--- src/ecc_cfg.svh ---
`ifndef ECC_CFG_SVH
`define ECC_CFG_SVH

////////////////////////////////////////
// SEC-DED (72,64) code dimensions
////////////////////////////////////////

// Payload word carried by one codeword
`define ECC_DATA_BITS 64

// Full codeword, overall parity at bit 0
`define ECC_CODE_BITS 72

// Index into the codeword, 0 to 71
`define ECC_POS_BITS 7

// Hamming check bits at positions 1, 2, 4 .. 64
`define ECC_CHK_BITS 7

// Saturating event counters
`define ECC_CNT_BITS 16

`endif

--- src/ecc_pkg.sv ---
`include "ecc_cfg.svh"

package ecc_pkg;

	////////////////////////////////////////
	// Code word types
	////////////////////////////////////////

	// Plain data word on both ends of the path
	typedef logic [`ECC_DATA_BITS-1:0] data_t;

	// Protected word
	// Bit 0 overall parity
	// Power-of-two positions hold the Hamming check bits
	// All other positions carry data, lowest data bit first
	typedef logic [`ECC_CODE_BITS-1:0] codeword_t;

	////////////////////////////////////////
	// Indexing and syndrome
	////////////////////////////////////////

	// Bit index inside a codeword
	typedef logic [`ECC_POS_BITS-1:0] bit_pos_t;

	// One bit per Hamming check bit
	// Nonzero value points at the failing position
	typedef logic [`ECC_CHK_BITS-1:0] syndrome_t;

endpackage

--- src/ecc_ctrl_pkg.sv ---
`include "ecc_cfg.svh"

package ecc_ctrl_pkg;

	import ecc_pkg::*;

	////////////////////////////////////////
	// Fault injection command
	////////////////////////////////////////

	// num_bits 0 leaves the word alone
	// 1 flips pos0, 2 flips pos0 and pos1
	typedef struct packed {
		logic [1:0] num_bits;
		bit_pos_t   pos0;
		bit_pos_t   pos1;
	} inj_cmd_t;

	////////////////////////////////////////
	// Decoder result and counters
	////////////////////////////////////////

	// Never both set for the same word
	typedef struct packed {
		logic correctable;
		logic uncorrectable;
	} dec_status_t;

	// Sticks at all ones
	typedef logic [`ECC_CNT_BITS-1:0] err_count_t;

endpackage

--- src/hamming_encoder.sv ---
`timescale 1ns/1ps
`include "ecc_cfg.svh"

module hamming_encoder import ecc_pkg::*; (
	input  logic      clk,
	input  logic      arst_n,
	input  data_t     data_in,
	input  logic      valid_in,
	output codeword_t data_out,
	output logic      valid_out
);

	////////////////////////////////////////
	// Codeword build
	////////////////////////////////////////

	codeword_t code;

	always_comb begin
		int  d;
		logic p;
		code = '0;
		d = 0;
		// Scatter data over the non-power-of-two slots
		for (int i = 1; i < `ECC_CODE_BITS; i++) begin
			if ((i & (i - 1)) != 0) begin
				code[i] = data_in[d];
				d++;
			end
		end
		// Check bit k is parity over every index with bit k set
		// Its own slot is still zero here
		for (int k = 0; k < `ECC_CHK_BITS; k++) begin
			p = 1'b0;
			for (int i = 1; i < `ECC_CODE_BITS; i++) begin
				if (i[k])
					p ^= code[i];
			end
			code[1 << k] = p;
		end
		// Overall parity makes the full word even
		code[0] = ^code[`ECC_CODE_BITS-1:1];
	end

	////////////////////////////////////////
	// Output register
	////////////////////////////////////////

	always_ff @(posedge clk or negedge arst_n) begin
		if (!arst_n) begin
			valid_out <= 1'b0;
		end else begin
			valid_out <= valid_in;
		end
	end

	// Payload only
	always_ff @(posedge clk) begin
		data_out <= code;
	end

endmodule

--- src/error_injector.sv ---
`timescale 1ns/1ps

module error_injector import ecc_pkg::*, ecc_ctrl_pkg::*; (
	input  logic      clk,
	input  logic      arst_n,
	input  codeword_t code_in,
	input  logic      valid_in,
	input  inj_cmd_t  inj,
	output codeword_t code_out,
	output logic      valid_out
);

	////////////////////////////////////////
	// Flip mask
	////////////////////////////////////////

	codeword_t flip;

	// Command is already screened by the control block
	always_comb begin
		flip = '0;
		if (inj.num_bits >= 2'd1)
			flip[inj.pos0] = 1'b1;
		if (inj.num_bits == 2'd2)
			flip[inj.pos1] = 1'b1;
	end

	////////////////////////////////////////
	// Output register
	////////////////////////////////////////

	always_ff @(posedge clk or negedge arst_n) begin
		if (!arst_n) begin
			valid_out <= 1'b0;
		end else begin
			valid_out <= valid_in;
		end
	end

	// Corrupted copy of the incoming word
	always_ff @(posedge clk) begin
		code_out <= code_in ^ flip;
	end

endmodule

--- src/hamming_decoder.sv ---
`timescale 1ns/1ps
`include "ecc_cfg.svh"

module hamming_decoder import ecc_pkg::*, ecc_ctrl_pkg::*; (
	input  logic        clk,
	input  logic        arst_n,
	input  codeword_t   code_in,
	input  logic        valid_in,
	output data_t       data_out,
	output logic        valid_out,
	output dec_status_t status
);

	////////////////////////////////////////
	// Syndrome and parity
	////////////////////////////////////////

	syndrome_t syndrome;
	logic      parity_odd;

	always_comb begin
		// Each syndrome bit rechecks one check group, check bit included
		for (int k = 0; k < `ECC_CHK_BITS; k++) begin
			syndrome[k] = 1'b0;
			for (int i = 1; i < `ECC_CODE_BITS; i++) begin
				if (i[k])
					syndrome[k] ^= code_in[i];
			end
		end
		parity_odd = ^code_in;
	end

	////////////////////////////////////////
	// Classify, correct, extract
	////////////////////////////////////////

	codeword_t   fixed;
	data_t       data_d;
	dec_status_t status_d;

	always_comb begin
		int d;
		fixed = code_in;
		status_d = '0;
		if (parity_odd) begin
			if (syndrome == '0) begin
				// Only bit 0 hit, data untouched
				status_d.correctable = 1'b1;
			end else if (syndrome < `ECC_CODE_BITS) begin
				fixed[syndrome] = ~code_in[syndrome];
				status_d.correctable = 1'b1;
			end else begin
				// Points past the word, cannot be a single flip
				status_d.uncorrectable = 1'b1;
			end
		end else if (syndrome != '0) begin
			// Even parity with a syndrome means two flips
			status_d.uncorrectable = 1'b1;
		end
		// Gather data from the non-power-of-two slots
		d = 0;
		data_d = '0;
		for (int i = 1; i < `ECC_CODE_BITS; i++) begin
			if ((i & (i - 1)) != 0) begin
				data_d[d] = fixed[i];
				d++;
			end
		end
	end

	////////////////////////////////////////
	// Output register
	////////////////////////////////////////

	always_ff @(posedge clk or negedge arst_n) begin
		if (!arst_n) begin
			valid_out <= 1'b0;
			status    <= '0;
		end else begin
			valid_out <= valid_in;
			// Status only speaks for a valid word
			status    <= valid_in ? status_d : '0;
		end
	end

	always_ff @(posedge clk) begin
		data_out <= data_d;
	end

endmodule

--- src/ecc_inject_ctrl.sv ---
`timescale 1ns/1ps
`include "ecc_cfg.svh"

module ecc_inject_ctrl import ecc_ctrl_pkg::*; (
	input  logic        clk,
	input  logic        arst_n,
	input  logic        inj_wr,
	input  inj_cmd_t    inj_cmd,
	output inj_cmd_t    inj_active,
	input  logic        dec_valid,
	input  dec_status_t dec_status,
	input  logic        cnt_clr,
	output err_count_t  corr_count,
	output err_count_t  uncorr_count
);

	////////////////////////////////////////
	// Command screening
	////////////////////////////////////////

	logic cmd_legal;

	// Only positions actually flipped are range checked
	always_comb begin
		case (inj_cmd.num_bits)
			2'd0: cmd_legal = 1'b1;
			2'd1: cmd_legal = inj_cmd.pos0 < `ECC_CODE_BITS;
			2'd2: cmd_legal = (inj_cmd.pos0 < `ECC_CODE_BITS) &&
				(inj_cmd.pos1 < `ECC_CODE_BITS) && (inj_cmd.pos0 != inj_cmd.pos1);
			default: cmd_legal = 1'b0;
		endcase
	end

	// Illegal writes are dropped, last good setting stays
	always_ff @(posedge clk or negedge arst_n) begin
		if (!arst_n) begin
			inj_active <= '0;
		end else if (inj_wr && cmd_legal) begin
			inj_active <= inj_cmd;
		end
	end

	////////////////////////////////////////
	// Event counters
	////////////////////////////////////////

	function automatic err_count_t sat_inc(err_count_t cnt, logic hit);
		if (hit && cnt != '1)
			return cnt + 1'b1;
		return cnt;
	endfunction

	// Clear wins over a same-cycle event
	always_ff @(posedge clk or negedge arst_n) begin
		if (!arst_n) begin
			corr_count   <= '0;
			uncorr_count <= '0;
		end else if (cnt_clr) begin
			corr_count   <= '0;
			uncorr_count <= '0;
		end else begin
			corr_count   <= sat_inc(corr_count, dec_valid && dec_status.correctable);
			uncorr_count <= sat_inc(uncorr_count, dec_valid && dec_status.uncorrectable);
		end
	end

endmodule

--- src/ecc_top.sv ---
`timescale 1ns/1ps

module ecc_top import ecc_pkg::*, ecc_ctrl_pkg::*; (
	input  logic        clk,
	input  logic        arst_n,
	input  data_t       plaintext,
	input  logic        plaintext_valid,
	input  logic        inj_wr,
	input  inj_cmd_t    inj_cmd,
	input  logic        cnt_clr,
	output data_t       decoded,
	output logic        decoded_valid,
	output dec_status_t status,
	output err_count_t  corr_count,
	output err_count_t  uncorr_count
);

	////////////////////////////////////////
	// Datapath, three register stages
	////////////////////////////////////////

	codeword_t codeword;
	logic      codeword_valid;
	codeword_t corrupted;
	logic      corrupted_valid;
	inj_cmd_t  inj_active;

	hamming_encoder i_encoder (
		.clk       (clk),
		.arst_n    (arst_n),
		.data_in   (plaintext),
		.valid_in  (plaintext_valid),
		.data_out  (codeword),
		.valid_out (codeword_valid)
	);

	// Fault point between encoder and decoder
	error_injector i_injector (
		.clk       (clk),
		.arst_n    (arst_n),
		.code_in   (codeword),
		.valid_in  (codeword_valid),
		.inj       (inj_active),
		.code_out  (corrupted),
		.valid_out (corrupted_valid)
	);

	hamming_decoder i_decoder (
		.clk       (clk),
		.arst_n    (arst_n),
		.code_in   (corrupted),
		.valid_in  (corrupted_valid),
		.data_out  (decoded),
		.valid_out (decoded_valid),
		.status    (status)
	);

	////////////////////////////////////////
	// Injection control and statistics
	////////////////////////////////////////

	ecc_inject_ctrl i_ctrl (
		.clk          (clk),
		.arst_n       (arst_n),
		.inj_wr       (inj_wr),
		.inj_cmd      (inj_cmd),
		.inj_active   (inj_active),
		.dec_valid    (decoded_valid),
		.dec_status   (status),
		.cnt_clr      (cnt_clr),
		.corr_count   (corr_count),
		.uncorr_count (uncorr_count)
	);

endmodule

--- config.mk ---
export PLATFORM = sky130hd
export DESIGN_NAME = ecc_top
export DESIGN_NICKNAME = d
export VERILOG_FILES = /design/src/ecc_pkg.sv /design/src/ecc_ctrl_pkg.sv /design/src/hamming_encoder.sv /design/src/error_injector.sv /design/src/hamming_decoder.sv /design/src/ecc_inject_ctrl.sv /design/src/ecc_top.sv
export VERILOG_INCLUDE_DIRS = /design/src
export SDC_FILE = /design/constraint.sdc
export NUM_CORES = 1
export LEC_CHECK = 0
export BUFFER_PORTS_ARGS = -buffer_cell sky130_fd_sc_hd__buf_2
export CAP_MARGIN = 10
export CORE_MARGIN = 5
export CORE_UTILIZATION = 58
export CTS_BUF_LIST = sky130_fd_sc_hd__clkbuf_16
export DETAILED_ROUTE_END_ITERATION = 8
export PLACE_DENSITY = 0.79
export RECOVER_POWER = 100
export SETUP_SLACK_MARGIN = 0.05
export SYNTH_ARGS = -nofsm -noshare
export SYNTH_HDL_FRONTEND = slang
export SYNTH_HIERARCHICAL = 1
export SYNTH_SLANG_ARGS = --single-unit
--- constraint.sdc ---
create_clock -name clk -period 3.5 [get_ports clk]
set_input_delay 0.7 -clock clk [delete_from_list [all_inputs] [get_ports clk]]
set_output_delay 0.7 -clock clk [all_outputs]
set_load 0.005 [all_outputs]
==> impl.org, run 1 <==
** Power and ir drop
- Power spread over the standard cell area amounts to approximately 1100 nW/um^2.
- In this run the static leakage power is a little under 0.006 uW.
- VDD sags by at most 1064 uV.

** Synth
- For this run, asynchronously set or reset flops after synthesis account for 20.31%.
- Of all cell types, the one taking the most synthesized area is sky130_fd_sc_hd__dfxtp_1.
- Mean area per synthesized cell :: roughly 11 um^2
- Post-synthesis cell count :: approximately 1,200
- The synthesized design contains 0 enable-type register cells.
- Number of flip-flops and latches in the synthesized netlist :: approximately 260
- Number of different library cells in the post-synthesis netlist :: 88
- In this run the biggest area consumer among cell types represents ~32% of the synthesized area.
- Among all cell types in the netlist, the one instantiated most often is sky130_fd_sc_hd__dfxtp_1.
- Warnings from Yosys :: 6
- When the netlist entered floorplanning its net count stood at 1,296.
- Synth top area cells :: sky130_fd_sc_hd__dfxtp_1 32%, sky130_fd_sc_hd__xnor2_1 13%, sky130_fd_sc_hd__dfrtp_1 10%
- Sequential share of the synthesized area :: about 43%
- In the synthesized netlist the dominant register cell turns out to be sky130_fd_sc_hd__dfxtp_1.
- Area of the mapped netlist :: 12,880 um^2
- Synth top cells by count :: 208 x sky130_fd_sc_hd__dfxtp_1, 188 x sky130_fd_sc_hd__xnor2_1, 102 x sky130_fd_sc_hd__xor2_1, 78 x sky130_fd_sc_hd__nor2_1, 67 x sky130_fd_sc_hd__o22ai_1

** Critical path
- For this design, the slowest cell found on the critical path is sky130_fd_sc_hd__dfxtp_1.
- Counting stages on the worst path, the most repeated cell is sky130_fd_sc_hd__xnor2_1.
- Buffering stage count on the worst path with inverters included :: 0
- Reg-to-reg setup timing slack :: around 0.17 ns
- The startpoint identified for the worst register-to-register timing path is i_injector/code_out[45].
- In this run the worst setup path terminates at i_decoder/data_out[49].
- Counting cells, the worst reg-to-reg path comes to 9.
- The critical path in this run is classified as flop to flop.
- Data on the critical path arrives at its endpoint at approximately 3.8 ns.
- Data required, critical path :: about 4 ns
- The largest single stage delay on the critical path is 0.43 ns.
- Broken down by cell family, the worst path's largest delay share belongs to XOR/XNOR gates.
- Stages on the worst setup path :: 9
- Crit path max fanout :: 8
- The worst register-to-register path ends at i_decoder/data_out[49].
- Critical-path cell list :: xnor2_1, xnor2_1, xnor2_1, xnor2_1, xnor2_1, nor2_1, nand4_1, nor3_1, mux2_2
- Tracing the worst setup path back leads to its startpoint at i_injector/code_out[45].
- Kind of end point of the critical path :: flop
- Crit start category :: flop

** Detailed routing
- Antenna Violating Nets Remaining :: 0
- For this run, the detailed router's first-pass iteration total came to 6.
- Wires add up to ~38,000 um.
- After detailed routing, the number of vias per cell comes to about 6.
- Across all layers, the routed design uses roughly 10,000 vias.
- Violation count after the first detailed-route iteration :: 1,093
- Dividing the detail-routed wire length by the instance count gives about 22 um.
- Post-route DRC violation count :: 0

** Die
- For this configuration, the core starts out at a cell density of between 50% and 60%.
- DIE WIDTH :: 159.0 um
- Row Count :: 54
- The floorplan step defined a die boundary enclosing roughly 25,000 um^2.
- Pin placement for this block handled 184 I/O pins.
- Floorplan core area :: ~22,000 um^2
- Die Y-Extent :: around 160 um

** STA
- For this run, the top clock speed supported by timing is around 300 MHz.
- Total of endpoints with negative setup slack in the final report :: 0
- The final count of hold timing violations came to 0.
- Min Tclk post-route :: ~3.3 ns
- Crit path setup slack, layout :: between 0.15 and 0.2 ns
- Worst-case clock skew :: between 0.01 and 0.015 ns
- Max-slew violation count :: 31
- RSZ-0062 raised after global routing :: no
- Worst relative slew slack :: -12.89%
- Measured slew at the worst slew-check pin :: around 1.7 ns
- In the finished design, the share of the clock period the worst path needs comes to a little over nine tenths.
- Total negative slack :: 0 ns

** Clock tree
- Clock edge transition at the registers on the reported setup and hold paths :: ~0.06 ns
- CTS Buffer Depth :: 3
- CTS tree :: done
- In this run the number of H-tree levels came out at 1.
- Buffers added to address setup during post-CTS repair amount to 0.
- The cell sitting at the root of the clock tree is a sky130_fd_sc_hd__clkbuf_16.
- For this design, the sink count on the clock tree is approximately 260.
- For the worst-skew pair, the clock arrives at the later sink with an insertion delay of between 0.5 and 0.6 ns.
- TritonCTS Buffers :: 26

** Status
- Status :: complete, but fails checks
- The checks that failed: capacitance limit, slew limit.

** Place
- Detailed placement ended at an HPWL of 29,590 um.
- Last weighted congestion value of the routability-driven placer :: around 1.0
- Worst-case setup slack after placement :: between 0.1 and 0.15 ns
- IO Port Bufs :: roughly 180

** GRT
- Global-route total usage across every layer :: between 20% and 30%
- Gr ovfl total :: 0
- The initial antenna violation count was 1.
- The first global-routing pass estimated around 57,000 um of wire.
- Entering global routing, the biggest net connects 38 pins.
- The number of global-route vias before repair was about 9,700.

** Cells and area
- Fill cells in the final layout number about 1,800.
- Relative to the synthesized area, the layout overhead comes to 15.37%.
- Share of layout cells above drive strength 1 :: 16.05%
- Number of nets in the final layout :: 1,508
- Antenna diode count :: 0

** Min path
- Class of the tightest hold or removal check :: input pin to flop

** Flow run
- The tool flagged a number of max-cap violations equal to 1.
-- layout make-up --
class	instances	area (um^2)	area share [%]
Inverter	11	41.29	0.2779
Multi-Input combinational cell	905	7142	48.07
Tap cell	280	350.3	2.358
Timing Repair Buffer	216	1007	6.779
Clock buffer	27	675.6	4.547
Sequential cell	261	5490	36.95
Clock inverter	19	151.4	1.019
-- metrics by stage --
step	utilization [%]	power, uW	hold slack (ns)	instances	instance area [um^2]
floorplan	-	10190	0.3312	1209	12880
global placement	65.30	13330	0.3347	1673	14250
detailed placement	65.30	13360	0.3464	1673	14250
CTS	69.09	16070	0.2194	1719	15080
global route	68.08	16800	0.2732	1719	14860
finish	68.08	16140	0.2869	1719	14860
-- cells in the final DEF, fill, tap and decap left out, types with 11 or more instances in the layout --
| cell type | count |
|---|---|
| sky130_fd_sc_hd__a21oi_1 | 29 |
| sky130_fd_sc_hd__buf_2 | 65 |
| sky130_fd_sc_hd__buf_4 | 25 |
| sky130_fd_sc_hd__clkbuf_1 | 123 |
| sky130_fd_sc_hd__clkbuf_16 | 27 |
| sky130_fd_sc_hd__dfrtp_1 | 53 |
| sky130_fd_sc_hd__dfxtp_1 | 208 |
| sky130_fd_sc_hd__inv_1 | 17 |
| sky130_fd_sc_hd__mux2_2 | 62 |
| sky130_fd_sc_hd__mux2i_1 | 11 |
| sky130_fd_sc_hd__nand2_1 | 57 |
| sky130_fd_sc_hd__nand3_1 | 33 |
| sky130_fd_sc_hd__nand4_1 | 18 |
| sky130_fd_sc_hd__nor2_1 | 78 |
| sky130_fd_sc_hd__nor2b_1 | 18 |
| sky130_fd_sc_hd__o21ai_0 | 29 |
| sky130_fd_sc_hd__o22ai_1 | 67 |
| sky130_fd_sc_hd__o31ai_1 | 21 |
| sky130_fd_sc_hd__xnor2_1 | 188 |
| sky130_fd_sc_hd__xnor3_1 | 24 |
| sky130_fd_sc_hd__xor2_1 | 102 |
-- registers in the layout, indices dropped and copies added (netlist names) --
register	cells
i_encoder/data_out	72
i_injector/code_out	72
i_decoder/data_out	64
i_ctrl/corr_count	16
i_ctrl/inj_active	16
i_ctrl/uncorr_count	16
i_decoder/status	2
i_decoder/valid_out	1
i_encoder/valid_out	1
i_injector/valid_out	1
-- logic make-up (layout without fill, tap and decap cells) --
family	after synthesis	after routing	synth area share, %
simple gates	287	287	11.97
flops	261	261	42.63
fa+ha+maj	2	2	0.1943
xor+xnor	324	324	25.63
buf+inv	43	273	1.584
mux	77	77	6.704
compound gates	215	215	11.29
-- metal layers --
layer	global-route usage (%)	vias up	part of all wire, %
met1	40.22	4730	43
met4	10.82	2	4.2
met2	44.49	507	45
met5	0	-	0.053
met3	3.728	81	7.0
li1	-	4731	-
-- report_power, final --
group | switching (uW) | internal (uW)
Sequential | 354 | 3390
Combinational | 5920 | 3800
Clock | 1130 | 1540
Total | 7410 | 8730
-- worst min-delay path by stage --
stage                        startpoint                     end  slack, ns  depth (start not counted)
floorplan           i_encoder/valid_out    i_injector/valid_out       0.33                          0
global placement    i_encoder/valid_out    i_injector/valid_out       0.33                          0
detailed placement  i_encoder/valid_out    i_injector/valid_out       0.35                          0
CTS                              arst_n    i_ctrl/corr_count[8]       0.22                          1
global route            plaintext_valid     i_encoder/valid_out       0.27                          1
finish                    plaintext[33]  i_encoder/data_out[40]       0.29                          1
-- what timing repair did --
item / 4_1_cts / 5_1_grt
hold buffers: 0 / 0
setup endpoints to repair: 0 / 4
resized for setup: 0 / 1
Note: power is estimated with default switching activity, not from simulation.
==> inputs of run 2 (changes only) <==
--- a/config.mk
+++ b/config.mk
@@ -8,7 +8,6 @@
 export LEC_CHECK = 0
 export BUFFER_PORTS_ARGS = -buffer_cell sky130_fd_sc_hd__buf_2
 export CAP_MARGIN = 10
-export CORE_MARGIN = 5
 export CORE_UTILIZATION = 58
 export CTS_BUF_LIST = sky130_fd_sc_hd__clkbuf_16
 export DETAILED_ROUTE_END_ITERATION = 8
==> impl.org, run 2 (synthesis gave the netlist of run 1 again) <==
** GRT
- The total congestion overflow after global routing was 0 (unchanged).
- The pin count of the biggest net entering global routing is 38 (unchanged).
- The combined global-route utilization of all metal layers is 32.47% (+4.1 points).
- The global-route wire length before repair is 55,490 um (-2.7%).
- Initial antenna violation count :: 0 (-1)
- The number of global-route vias before repair is 9,614 (-1.3%).

** STA
- Setup repair after global routing could not meet its margin everywhere.
- The setup-violating endpoint count in the final report came to 0 (unchanged).
- The final count of pins violating max slew was 33 (+6.5%).
- The tightest slew margin relative to the limit came to -24.01% (-11 points).
- The post-route clock period utilization is 96.85% (+1.6 points).
- The final count of hold timing violations is 0 (unchanged).
- Min Tclk post-route :: 3.390 ns (+0.05642 ns)
- The largest clock skew in the final design came to 0.01546 ns (+0.003106 ns).
- Highest Clock Rate :: 295.0 MHz (-1.7%)
- The least setup slack across all paths after layout is 0.1101 ns (-0.05642 ns).
- The slew at the pin closest to its max-slew limit came to 1.860 ns (+0.1669 ns).
- Total negative slack :: 0 ns (unchanged)

** Cells and area
- Post-route cell area :: 15,000 um^2 (+0.95%)
- The final cell count without fillers came to 1,720 (+0.058%).
- Signed area change from the synthesized netlist to the final layout :: 16.47%
- The diode insertion count for antenna repair was 0 (unchanged).
- Share of layout cells above drive strength 1 :: 15.49% (-0.57 points)
- Fill cell total of the finished layout :: 1,770 (-1.3%)
- In the layout the commonest cells are 208 x sky130_fd_sc_hd__dfxtp_1, 184 x sky130_fd_sc_hd__xnor2_1, 134 x sky130_fd_sc_hd__clkbuf_1.
- The number of nets in the finished design is 1,506 (-0.13%).
- The library cell used most frequently in the layout, excluding fill and tap cells, is sky130_fd_sc_hd__dfxtp_1.
- The largest registers in the layout are i_encoder/data_out x72, i_injector/code_out x72, i_decoder/data_out x64.

** Place
- The cell area reported after detailed placement was 14,230 um^2 (-0.16%).
- Last weighted congestion value of the routability-driven placer :: 0.9615 (-4.1%)
- HPWL after detailed placement :: 28,760 um (-2.8%)
- Placed insts :: 1,670 (-0.18%)
- Worst-case setup slack after placement :: 0.1218 ns (-0.02070 ns)
- The count of input and output buffers came to 183 (unchanged).

** Clock tree
- Skew-Pair Late Insertion Delay :: 0.54 ns (about the same)
- The clock slew seen by the registers of the worst setup and hold paths was 0.06 ns (about the same).
- H-tree depth :: 1 (unchanged)
- Clk Tree Root Cell :: sky130_fd_sc_hd__clkbuf_16
- The total CTS buffers came to 27 (+3.8%).
- CTS Buffer Depth :: 3 (unchanged)
- Number of buffers inserted by post-CTS setup repair :: 0 (unchanged)
- The CTS sink count came to 261 (unchanged).
- CTS tree :: done

** Power and ir drop
- Sum of internal, switching and leakage power :: 16,390 uW (+1.5%)
- The worst IR drop on VDD came to 1301 uV (+22%).
- The static power due to leakage is 0.005967 uW (+0.43%).
- The power density of the placed cells came to 1093 nW/um^2 (+0.59%).

** Critical path
- Worst endpoint data arrival time :: 3.78 ns (+0.03 ns)
- The critical path is of the flop to flop type.
- Reg2reg start :: i_injector/code_out[65]
- STA classifies the critical path endpoint as a flop.
- Crit path max fanout :: 9 (+1)
- Data required, critical path :: 3.89 ns (-0.03 ns)
- Crit path from :: i_injector/code_out[65]
- Crit start category :: flop

** Detailed routing
- The via-per-instance ratio was 5.895 (+0.83%).
- The routed wire length per instance came to 21.45 um (-1.8%).
- Antenna Violating Nets Remaining :: 0 (unchanged)
- The count of routing violations after the opening detailed-route iteration is 837 (-23%).
- Total vias in the final route :: 10,140 (+0.89%)
- Final wirelength :: 36,890 um (-1.8%)
- Length of the first detailed-routing pass in iterations :: 5 (-1)
- The DRC violations left was 0 (unchanged).

** Min path
- Class of the tightest hold or removal check :: input pin to flop
- The worst hold path begins at plaintext_valid.

** Status
- The checks that failed: capacitance limit, slew limit.
- The flow ran to the end, but the final reports show violations.

** Die
- The number of core rows came to 54 (unchanged).
- DIE WIDTH :: 151.0 um (-5.0%)
- Die Outline Area :: 22,800 um^2 (-9.8%)
- Die Y-Extent :: 151.0 um (-5.0%)
- The area of the core region came to 21,820 um^2 (unchanged).
- Boundary Pins :: 184 (unchanged)
- The starting utilization of the core area is 59.01% (unchanged).

** Flow run
- The count of maximum capacitance violations was 1 (unchanged).
-- run 2: changes by cell type in the layout (fill, tap and decap cells not counted), sizes merged --
| cell | before | now |
|---|---|---|
| bufinv | 2 | 4 |
| clkinvlp | 1 | 0 |
| clkinv | 9 | 7 |
| buf | 91 | 76 |
| clkbuf | 152 | 167 |
| inv | 18 | 20 |
-- run 2: what timing repair did --
action / 4_1_cts / 5_1_grt
resized for setup: 0 / 5
hold endpoints to repair: 0 / 0
hold buffers: 0 / 0
setup endpoints to repair: 0 / 25
-- run 2: through the flow --
| step | hold slack (ns) | utilization (%) |
|---|---|---|
| after global placement | 0.3358 | 65.19 |
| after global routing | 0.2845 | 68.73 |
| after floorplan | 0.3312 | - |
| after detailed placement | 0.3404 | 65.19 |
| final | 0.3055 | 68.73 |
| after CTS | 0.2503 | 69.58 |
-- run 2: layout make-up --
| cell class | count | area [um^2] | share of cell area, % |
|---|---|---|---|
| repair buffers | 213 | 975.9 | 6.507 |
| flip-flops and latches | 261 | 5490 | 36.60 |
| inverters | 11 | 41.29 | 0.2753 |
| clock inverters | 20 | 207.7 | 1.385 |
| well taps | 280 | 350.3 | 2.336 |
| clock buffers | 30 | 750.7 | 5.005 |
| multi-input cells | 905 | 7183 | 47.89 |
-- run 2: worst max-delay path, stage by stage (launching register included) --
cell and delay (ns):
sky130_fd_sc_hd__dfxtp_1 0.40, sky130_fd_sc_hd__xnor3_1 0.45, sky130_fd_sc_hd__xnor3_1 0.22, sky130_fd_sc_hd__xnor3_1 0.27
sky130_fd_sc_hd__xnor3_2 0.53, sky130_fd_sc_hd__and3_1 0.25, sky130_fd_sc_hd__nor2_2 0.30, sky130_fd_sc_hd__o22ai_1 0.15
sky130_fd_sc_hd__nor3_1 0.51, sky130_fd_sc_hd__o31ai_1 0.18
-- run 2: power breakdown --
part / internal [uW] / switching, uW
logic: 3810 / 5800
clock network: 1840 / 1180
registers: 3390 / 362
-- run 2: final timing paths --
check,to,depth (start not counted),slack [ns]
setup / recovery,i_decoder/data_out[8],9,0.11
hold / removal,i_encoder/valid_out,1,0.31
setup reg to reg,i_decoder/data_out[8],9,0.11
hold reg to reg,i_injector/valid_out,0,0.35
max in group asynchronous,i_ctrl/uncorr_count[8],2,0.99
min in group asynchronous,i_ctrl/inj_active[5],1,0.67
-- run 2: per-layer routing --
layer / share of wire [%] / vias to the layer above / wire [um] / track usage, %
li1: - / 4724 / - / -
met1: 43 / 4835 / 15970 / 45.05
met2: 46 / 506 / 17030 / 51.90
met3: 7.0 / 75 / 2590 / 3.976
met4: 3.5 / 0 / 1303 / 12.00
met5: 0 / - / 0 / 0
